**src/include/vmul_settings.svh**
```systemverilog
`ifndef VMUL_SETTINGS_SVH
`define VMUL_SETTINGS_SVH

// lanes per vector operation (2 and 8 work as well)
`define VMUL_NUM_LANES 4

`define VMUL_REG_ADDR_W 5 // 32 vector registers
`define VMUL_OFFSET_W 3

`endif
```
**src/vmul_pkg.sv**
```systemverilog
`include "vmul_settings.svh"

package vmul_pkg;

    // destination vector register
    typedef logic [`VMUL_REG_ADDR_W-1:0] reg_addr_t;

    // position of lane 0 inside the destination register
    typedef logic [`VMUL_OFFSET_W-1:0] elem_offset_t;

    typedef logic [31:0] lane_word_t;

    // lane i sits at index i of the vector
    typedef lane_word_t [`VMUL_NUM_LANES-1:0] lane_vec_t;

    typedef logic [`VMUL_NUM_LANES-1:0] lane_mask_t; // one bit per lane

endpackage

```
**src/vmul_writeback.sv**
```systemverilog
`timescale 1ns/1ps

module vmul_writeback (
    input  logic                   clk,
    input  logic                   rst_n,
    input  vmul_pkg::lane_mask_t   lane_valid,
    input  vmul_pkg::lane_vec_t    lane_word,
    input  vmul_pkg::lane_vec_t    lane_c,
    input  vmul_pkg::reg_addr_t    wb_dest_reg,
    input  vmul_pkg::elem_offset_t wb_dest_offset,
    input  logic                   wb_macc,
    output logic                   advance,
    output logic                   res_valid,
    input  logic                   res_ready,
    output vmul_pkg::lane_vec_t    res_data,
    output vmul_pkg::reg_addr_t    res_dest_reg,
    output vmul_pkg::elem_offset_t res_dest_offset,
    output logic                   macc_valid,
    input  logic                   macc_ready,
    output vmul_pkg::lane_vec_t    macc_product,
    output vmul_pkg::lane_vec_t    macc_c,
    output vmul_pkg::reg_addr_t    macc_dest_reg,
    output vmul_pkg::elem_offset_t macc_dest_offset
);

    // destination fields ride alongside the multiply and normalize stages of the lanes
    vmul_pkg::reg_addr_t    mul_dest_reg;
    vmul_pkg::reg_addr_t    norm_dest_reg;
    vmul_pkg::elem_offset_t mul_dest_offset;
    vmul_pkg::elem_offset_t norm_dest_offset;
    logic                   mul_macc;
    logic                   norm_macc;
    logic                   head_valid;
    logic                   res_free;
    logic                   macc_free;
    logic                   produce_res;
    logic                   produce_macc;

    assign head_valid = lane_valid[0];
    assign res_free = !res_valid || res_ready;
    assign macc_free = !macc_valid || macc_ready;
    assign advance = !head_valid || (norm_macc ? macc_free : res_free);
    assign produce_res = head_valid && !norm_macc && res_free;
    assign produce_macc = head_valid && norm_macc && macc_free;

    always_ff @(posedge clk or negedge rst_n) begin
        if (!rst_n) begin
            mul_macc <= 1'b0;
            norm_macc <= 1'b0;
            res_valid <= 1'b0;
            macc_valid <= 1'b0;
        end else begin
            if (advance) begin
                mul_macc <= wb_macc;
                norm_macc <= mul_macc;
            end
            if (produce_res) begin
                res_valid <= 1'b1;
            end else if (res_ready) begin
                res_valid <= 1'b0;
            end
            if (produce_macc) begin
                macc_valid <= 1'b1;
            end else if (macc_ready) begin
                macc_valid <= 1'b0;
            end
        end
    end

    always_ff @(posedge clk) begin
        if (advance) begin
            mul_dest_reg <= wb_dest_reg;
            mul_dest_offset <= wb_dest_offset;
            norm_dest_reg <= mul_dest_reg;
            norm_dest_offset <= mul_dest_offset;
        end
        if (produce_res) begin
            res_data <= lane_word;
            res_dest_reg <= norm_dest_reg;
            res_dest_offset <= norm_dest_offset;
        end
        if (produce_macc) begin
            macc_product <= lane_word;
            macc_c <= lane_c; // the adder needs c next to the product
            macc_dest_reg <= norm_dest_reg;
            macc_dest_offset <= norm_dest_offset;
        end
    end

    // the lanes share one advance, so they must never drift apart
    a_lanes_aligned: assert property (@(posedge clk) disable iff (!rst_n)
        (lane_valid == '0) || (lane_valid == '1));

    a_one_port: assert property (@(posedge clk) disable iff (!rst_n)
        !($rose(res_valid) && $rose(macc_valid)));

endmodule

```
**config.mk**
```make
export PLATFORM = sky130hd
export DESIGN_NAME = vmul_writeback
export DESIGN_NICKNAME = d
export VERILOG_FILES = /design/src/vmul_pkg.sv /design/src/vmul_writeback.sv
export VERILOG_INCLUDE_DIRS = /design/src /design/src/include
export SDC_FILE = /design/constraint.sdc
export NUM_CORES = 1
export LEC_CHECK = 0
export BUFFER_PORTS_ARGS = -buffer_cell sky130_fd_sc_hd__buf_2
export CELL_PAD_IN_SITES_DETAIL_PLACEMENT = 1
export CELL_PAD_IN_SITES_GLOBAL_PLACEMENT = 1
export CORE_AREA = 2 2 261 263
export DETAILED_ROUTE_END_ITERATION = 6
export DIE_AREA = 0 0 263 265
export PLACE_DENSITY = 0.54
export SYNTH_ARGS = -nofsm -noshare
export SYNTH_HDL_FRONTEND = slang
export SYNTH_SLANG_ARGS = --single-unit
```
**constraint.sdc**
```tcl
create_clock -name clk -period 20.7 [get_ports clk]
set_clock_uncertainty 0.15 [all_clocks]
set_input_delay 6.21 -clock clk [delete_from_list [all_inputs] [get_ports clk]]
set_output_delay 6.21 -clock clk [all_outputs]
set_load 0.05 [all_outputs]
```
==> results of run 1 <==
## critical path, cell delays in order
cell and delay (ns):
buf_2 0.14, nand2_1 0.16, o22a_2 0.49, buf_2 0.36
## synthesized netlist by cell type (all sizes together)
cell / instances
nor2b: 1
a21oi: 2
edfxtp: 416
nor2: 2
nand3b: 1
nand2: 3
mux2: 1
o22a: 1
dfrtp: 4
nand2b: 3
and2b: 1
## cells by family (layout without fill, tap and decap cells)
kind of cell           count (synthesis)  in the layout
flip-flops                           420            420
AND/OR/NAND/NOR                       11             11
AO/OA/AOI/OAI                          3              3
multiplexers                           1              1
other                                  0              2
buffers and inverters                  0            761
## final cells by class
cell class                      count  area, um^2  share of cell area
Timing Repair Buffer              677        3410               0.182
Tap cell                          873        1090              0.0584
Clock buffer                       62        1260              0.0675
Antenna cell                        2        5.00            0.000268
Clock inverter                     22         234              0.0125
Multi-Input combinational cell     15         104             0.00555
Sequential cell                   420       12600               0.673
## routing by layer
metal	GRT usage	share of wire
met1	0.110	0.36
met2	0.183	0.52
met3	0.0434	0.094
met4	0.0343	0.027
met5	0	0.00034
## worst paths after layout
path                                         start                   to  slack, ns  cells past startpoint
worst max-delay path                 lane_valid[0]              advance       6.97                      4
worst max register to register          macc_valid    macc_product[119]      17.56                      4
worst min register to register  mul_dest_offset[0]  norm_dest_offset[0]       0.27                      0
min in group asynchronous                    rst_n            norm_macc       5.31                      1
worst min-delay path            mul_dest_offset[0]  norm_dest_offset[0]       0.27                      0
max in group asynchronous                    rst_n            res_valid      14.97                      1
## per-stage QoR
| step | area, um^2 | util | total power [W] |
|---|---|---|---|
| floorplan | 12700 | - | 0.00129 |
| global placement | 17200 | 0.258 | 0.00137 |
| detailed placement | 17200 | 0.258 | 0.00138 |
| CTS | 18700 | 0.280 | 0.00220 |
| global route | 18700 | 0.280 | 0.00224 |
| finish | 18700 | 0.280 | 0.00217 |
## power groups by stage
stage / logic [W] / registers [W] / clock network, W
2_1_floorplan: 0.0000267 / 0.00126 / 0
3_3_place_gp: 0.000325 / 0.00105 / 0
3_5_place_dp: 0.000327 / 0.00105 / 0
4_1_cts: 0.000328 / 0.00103 / 0.000840
5_1_grt: 0.000335 / 0.00104 / 0.000871
6_report: 0.000323 / 0.00103 / 0.000810
==> metrics.cfg, run 1 <==
[cts]
cts-htree-levels = 2
cts.repair.resized = 0
cts_tree = yes
clk_pin_slew_ns = 0.05
cts.sinks = 420
cts_root_buf = clkbuf_16
cts-hold-fix-buffers = 0
numCtsBuffers = 46
cts_setup_buffers = 0
clock_latency_ns = 0.55
clock_path_buffers = 3

[sta]
finalMaxSlewViolations = 0
period_share = 0.663
setup_viol = 0
tightestPinTransition_ns = 1.05
rsz0062_at_grt = no
slew_headroom = 0.300
min_period_ns = 13.73
hold_violations = 0
max_freq_mhz = 72.8
holdWs_ns = 0.274
setup_ws_ns = 6.97
setup_tns_ns = 0

[routing]
vias = 7279
via_per_inst = 3.51
drt_pass1_iterations = 5
antenna_left = 0
routed_wl_um = 37900
drc = 0
drt_iter0_drc = 430
routedWlPerCell_um = 18.3

[synth]
synth_fa_ha_area_frac = 0
yosys_warnings = 0
ys_seq_elements = 420
yosys.area_share.simple = 0.00464
synth_top_family_by_area = simple AND/OR/NAND/NOR gates
synth_fp_nets = 708
synth_area_um2 = 12700
yosys.area.top_type = edfxtp_1
syn_avg_cell_area_um2 = 29.2
netlist.area_leader.share = 0.985
synth_xor_area_frac = 0
yosysSeqAreaShare = 0.993
synth_area_leaders = edfxtp_1, dfrtp_1, nand2b_1
syn_inst = 435
yosysUniqueCellTypes = 11
synthMuxAreaShare = 0.00118
synth-compound-area-share = 0.00158

[power_and_ir_drop]
pwr-share-clk = 0.374
p_seq_frac = 0.477
p_comb_frac = 0.149
switching_power_w = 0.000604
powerDensity_nw_per_um2 = 116
swShare = 0.279
p_int_w = 0.00156
power_leakage_nw = 7.37
irDropWorstVdd_mv = 0.0692

[placement]
port-buffer-count = 672
preCtsSetupSlack_ns = 6.96
dpl.cell_count = 1985
gp_congestion = 0.809
hpwl_um = 28500

[finish]
top_regs = macc_c: 128 flops, macc_product: 128 flops, res_data: 128 flops
layout_commonest_cell = buf_2
layout-drive-gt1-share = 0.622
fin_nets = 1433
layoutNonFillerInstCount = 2071
final_cell_mix = buf_2, edfxtp_1, clkbuf_16
area_delta_synth_final_pct = 47.4
nFillCells = 7207

[global_route]
grt_pass1_vias = 8036
grt_pass1_wl_um = 53700
grt_start_max_net_pins = 137
grt_remaining_overflow = 0
antenna_found_initial = 4
track_usage = 0.103

[worst_setup_path]
worst-path-max-fanout = 18
cp-end-kind = primary output
arrival_ns = 7.37
critPathKind = input port to primary output
cp.required_ns = 14.34
cp-start-kind = input port

[die]
die_x_um = 263
die_area_um2 = 69700
ios = 676
rows = 95
core_um2 = 66800
start_util = 0.190
fp.dieH_um = 265

[status]
outcome = completed

[job]
maxCapViolCount = 0

[worst_hold_path]
hp-class = register to register

(Power assumes the default switching activity.)
==> run 2: changes to the inputs <==
--- a/config.mk
+++ b/config.mk
@@ -9,10 +9,10 @@
 export BUFFER_PORTS_ARGS = -buffer_cell sky130_fd_sc_hd__buf_2
 export CELL_PAD_IN_SITES_DETAIL_PLACEMENT = 1
 export CELL_PAD_IN_SITES_GLOBAL_PLACEMENT = 1
-export CORE_AREA = 2 2 261 263
+export CORE_AREA = 2 2 263 265
 export DETAILED_ROUTE_END_ITERATION = 6
-export DIE_AREA = 0 0 263 265
-export PLACE_DENSITY = 0.54
+export DIE_AREA = 0 0 265 267
+export PLACE_DENSITY = 0.53
 export SYNTH_ARGS = -nofsm -noshare
 export SYNTH_HDL_FRONTEND = slang
 export SYNTH_SLANG_ARGS = --single-unit
==> constraint.sdc (replaced) <==
create_clock -name clk -period 13.55 [get_ports clk]
set_clock_uncertainty 0.15 [all_clocks]
set_input_delay 4.065 -clock clk [delete_from_list [all_inputs] [get_ports clk]]
set_output_delay 4.065 -clock clk [all_outputs]
set_load 0.05 [all_outputs]
==> run 2 against run 1 <==
Via count decreased by 0.21%. Flip-flop and latch count unchanged. Combinational power increased by 52%. First-iteration DRC count increased by 9.1%. Wire length increased by 3.1%. Largest cell class unchanged. Highest routed layer unchanged.
==> metrics.cfg, run 2 (synthesis results as in run 1) <==
[finish]
top_regs = macc_c: 128 flops, macc_product: 128 flops, res_data: 128 flops
area_delta_synth_final_pct = 46.7
layoutNonFillerInstCount = 2073  ; +0.097%
post-route-util = 0.274  ; -0.00629
nFillCells = 7343  ; +1.9%
fin_nets = 1433  ; unchanged
layout-drive-gt1-share = 0.624  ; +0.00146
layout_commonest_cell = buf_2
final_cell_mix = buf_2, edfxtp_1, clkbuf_16

[job]
maxCapViolCount = 0  ; unchanged

[worst_setup_path]
cpLargestDelayFamily = buffers and inverters
cp-end-kind = primary output
arrival_ns = 5.16  ; -2.21 ns
crit_path_top_delay_cell = o22a_2
r2r-start = macc_valid
path_depth = 4  ; unchanged
worstReg2RegEnd = macc_c[12]
worstSetupEndpoint = advance
worst-path-max-fanout = 18  ; unchanged
reg2reg_depth = 4  ; unchanged
max_stage_delay_ns = 0.46  ; -0.03 ns
critPathKind = input port to primary output
path_cells = buf_2 > nand2_1 > o22a_2 > buf_2
cp.required_ns = 9.34  ; -5.00 ns
rrSetupSlack_ns = 10.84  ; -6.72 ns
cp_common_cell = buf_2
startpoint = lane_valid[0]
path_buf_inv = 2  ; unchanged
cp-start-kind = input port

[sta]
max_freq_mhz = 107
setup_viol = 0  ; unchanged
period_share = 0.692
slew_headroom = 0.280  ; -0.0195
hold_violations = 0  ; unchanged
setup_ws_ns = 4.17  ; -2.80 ns
tightestPinTransition_ns = 1.08  ; +0.0293 ns
min_period_ns = 9.38
setup_tns_ns = 0  ; unchanged
finalMaxSlewViolations = 0  ; unchanged
rsz0062_at_grt = no

[power_and_ir_drop]
power_leakage_nw = 7.33  ; -0.59%
irDropWorstVdd_mv = 0.115  ; +67%
powerDensity_nw_per_um2 = 174  ; +50%
finalPower_w = 0.00324  ; +50%

[placement]
hpwl_um = 29600  ; +3.9%
preCtsSetupSlack_ns = 4.13  ; -2.83 ns
port-buffer-count = 672  ; unchanged
dpl.cell_count = 1994  ; +0.45%
gp_congestion = 0.811  ; +0.25%

[routing]
drt_pass1_iterations = 4  ; -1
via_per_inst = 3.50  ; -0.30%
drc = 0  ; unchanged
vias = 7264  ; -0.21%
routed_wl_um = 39100  ; +3.1%
antenna_left = 0  ; unchanged
drt_iter0_drc = 469  ; +9.1%
routedWlPerCell_um = 18.9  ; +3.0%

[global_route]
track_usage = 0.104  ; +0.000820
antenna_found_initial = 11  ; +7
grt_pass1_vias = 7765  ; -3.4%
grt_pass1_wl_um = 53800  ; +0.18%
grt_start_max_net_pins = 150  ; +9.5%
grt_remaining_overflow = 0  ; unchanged

[die]
fp.dieH_um = 267  ; +0.75%
ios = 676  ; unchanged
start_util = 0.187  ; -0.00331
die_area_um2 = 70800  ; +1.5%
rows = 96  ; +1.1%
core_um2 = 68000  ; +1.8%
die_x_um = 265  ; +0.76%

[cts]
cts-hold-fix-buffers = 0  ; unchanged
cts.sinks = 420  ; unchanged
clock_latency_ns = 0.56  ; about the same
cts_tree = yes
cts.repair.resized = 0  ; unchanged
clock_path_buffers = 3  ; unchanged
clk_pin_slew_ns = 0.06  ; about the same
cts-htree-levels = 2  ; unchanged
cts_root_buf = clkbuf_16
cts_setup_buffers = 0  ; unchanged
numCtsBuffers = 46  ; unchanged

[status]
outcome = completed

[worst_hold_path]
hold_depth = 0  ; unchanged
hp-class = register to register

[run 2: power breakdown]
group	switching, W	internal [W]	total, W
Clock	0.000494	0.000678	0.00117
Sequential	0.0000248	0.00155	0.00158
Combinational	0.000406	0.0000856	0.000491
Total	0.000924	0.00232	0.00324
[run 2: worst min-delay path by stage]
stage / from / to
floorplan: mul_dest_offset[0] / norm_dest_offset[0]
global placement: mul_dest_reg[4] / norm_dest_reg[4]
detailed placement: mul_dest_reg[0] / norm_dest_reg[0]
CTS: mul_dest_reg[1] / norm_dest_reg[1]
global route: mul_dest_offset[0] / norm_dest_offset[0]
finish: mul_dest_reg[3] / norm_dest_reg[3]
[run 2: final cells by class]
cell class,count,area (um^2),area share
tap,882,1100,0.0593
timing repair buffer,677,3410,0.183
sequential,420,12600,0.677
clock buffer,54,1180,0.0635
clock inverter,24,210,0.0113
multi-input combinational,15,104,0.00558
antenna,1,2.50,0.000134
[run 2: routing by layer]
layer	global-route usage	vias to the layer above	routed length, um
met5	0	-	64
met4	0.0359	10	1000
met3	0.0436	76	3770
met2	0.179	353	20000
met1	0.115	3593	14300
li1	-	3232	-
[run 2: through the flow]
| step | hold WS, ns | area, um^2 |
|---|---|---|
| floorplan | 0.250 | 12700 |
| global placement | 0.251 | 17200 |
| detailed placement | 0.256 | 17200 |
| CTS | 0.271 | 18600 |
| global route | 0.271 | 18600 |
| finish | 0.269 | 18600 |
==> run 3: changes to the inputs <==
==> constraint.sdc (replaced) <==
create_clock -name clk -period 9.75 [get_ports clk]
set_clock_uncertainty 0.15 [all_clocks]
set_input_delay 2.925 -clock clk [delete_from_list [all_inputs] [get_ports clk]]
set_output_delay 2.925 -clock clk [all_outputs]
set_load 0.05 [all_outputs]
==> run 3 against run 2 <==
Total power grew 42%. Via count about the same. Count of clock-buffer cells in the layout up 9. Core utilization increased by 0.15 points. Combinational power is 39% higher. First-iteration DRC count increased by 12%. Die area stayed put. Worst setup slack got worse by 1.5 ns. Critical path type unchanged. Largest power group unchanged.
==> metrics.cfg, run 3 (synthesis results as in run 1) <==
[placement]
placed_area_um2 = 17200  ; about the same
port-buffer-count = 672  ; unchanged
dpl.cell_count = 1993  ; -0.050%
hpwl_um = 28500  ; -3.7%
gp_congestion = 0.810  ; -0.22%

[die]
die_area_um2 = 70800  ; unchanged
die_x_um = 265  ; unchanged
start_util = 0.187  ; unchanged
rows = 96  ; unchanged
core_um2 = 68000  ; unchanged
ios = 676  ; unchanged
fp.dieH_um = 267  ; unchanged

[cts]
cts.sinks = 420  ; unchanged
cts.repair.resized = 0  ; unchanged
cts_tree = yes
cts-htree-levels = 2  ; unchanged
cts_setup_buffers = 0  ; unchanged
numCtsBuffers = 46  ; unchanged
clock_latency_ns = 0.55  ; about the same
cts-hold-fix-buffers = 0  ; unchanged
clock_path_buffers = 3  ; unchanged
clk_pin_slew_ns = 0.06  ; about the same
cts_root_buf = clkbuf_16

[sta]
min_period_ns = 7.09
finalMaxSlewViolations = 0  ; unchanged
holdWs_ns = 0.270  ; +0.00132 ns
hold_violations = 0  ; unchanged
max_freq_mhz = 141
period_share = 0.727
setup_tns_ns = 0  ; unchanged
setup_viol = 0  ; unchanged
tightestPinTransition_ns = 0.971  ; -0.109 ns
rsz0062_at_grt = no
slew_headroom = 0.353  ; +0.0726

[routing]
drt_pass1_iterations = 4  ; unchanged
vias = 7260  ; -0.055%
drt_iter0_drc = 526  ; +12%
drc = 0  ; unchanged
antenna_left = 0  ; unchanged
routedWlPerCell_um = 18.1  ; -4.1%
via_per_inst = 3.50  ; -0.20%
routed_wl_um = 37600  ; -4.0%

[finish]
top_regs = macc_c: 128 flops, macc_product: 128 flops, res_data: 128 flops
seq_area_um2 = 12600  ; unchanged
area_delta_synth_final_pct = 47.5
multi_input_area_um2 = 104  ; unchanged
layoutNonFillerInstCount = 2076  ; +0.14%
layout-drive-gt1-share = 0.623  ; about the same
layout_commonest_cell = buf_2
final_area_um2 = 18700  ; +0.56%
fin_nets = 1432  ; -0.070%
nFillCells = 7339  ; -0.054%
final_cell_mix = buf_2, edfxtp_1, clkbuf_16

[worst_setup_path]
critPathKind = input port to primary output
arrival_ns = 4.02  ; -1.14 ns
worst-path-max-fanout = 18  ; unchanged
reg2reg_depth = 3  ; -1
cp.required_ns = 6.68  ; -2.66 ns
cp-start-kind = input port
cp-end-kind = primary output

[power_and_ir_drop]
powerDensity_nw_per_um2 = 245  ; +41%
irDropWorstVdd_mv = 0.137  ; +19%
power_leakage_nw = 7.37  ; +0.54%

[status]
outcome = completed

[global_route]
track_usage = 0.0995  ; -0.00419
grt_pass1_wl_um = 52300  ; -2.9%
grt_pass1_vias = 7802  ; +0.48%
grt_start_max_net_pins = 134  ; -11%
grt_remaining_overflow = 0  ; unchanged
antenna_found_initial = 7  ; -4

[worst_hold_path]
hp-class = register to register
hold_depth = 0  ; unchanged

[job]
maxCapViolCount = 0  ; unchanged

-- run 3: metrics by stage --
stage	power, W	worst slack (ns)	util
finish	0.00459	2.66	0.275
global route	0.00475	2.57	0.275
CTS	0.00467	2.62	0.275
detailed placement	0.00292	2.62	0.253
global placement	0.00291	2.64	0.253
floorplan	0.00271	2.23	-
-- run 3: final cells by class --
| type | instances | share of cell area |
|---|---|---|
| Clock inverter | 18 | 0.0101 |
| Clock buffer | 63 | 0.0694 |
| Multi-Input combinational cell | 15 | 0.00555 |
| Antenna cell | 2 | 0.000267 |
| Tap cell | 882 | 0.0590 |
| Timing Repair Buffer | 676 | 0.183 |
| Sequential cell | 420 | 0.673 |
-- run 3: where the power goes --
group	total [W]	switching [W]	internal (W)
sequential	0.00219	0.0000330	0.00216
combinational	0.000683	0.000563	0.000120
clock	0.00172	0.000684	0.00103
-- run 3: metal layers --
layer,part of all wire,wire [um],vias to the layer above,global-route usage
met4,0.027,1020,4,0.0368
met5,0.00069,26,-,0
met1,0.36,13400,3588,0.106
met3,0.091,3430,73,0.0361
li1,-,-,3226,-
met2,0.52,19700,369,0.179
-- run 3: worst max-delay path, cell delays in order --
cell	delay [ns]
buf_2	0.13
nand2_1	0.15
o22a_2	0.46
buf_2	0.35
-- run 3: path summary, 6_finish.rpt --
kind / slack, ns / start / to
min in group asynchronous: 2.02 / rst_n / res_valid
setup reg to reg: 7.26 / norm_macc / res_data[117]
max in group asynchronous: 7.31 / rst_n / norm_macc
hold / removal: 0.27 / mul_dest_offset[0] / norm_dest_offset[0]
hold reg to reg: 0.27 / mul_dest_offset[0] / norm_dest_offset[0]
setup / recovery: 2.66 / lane_valid[0] / advance
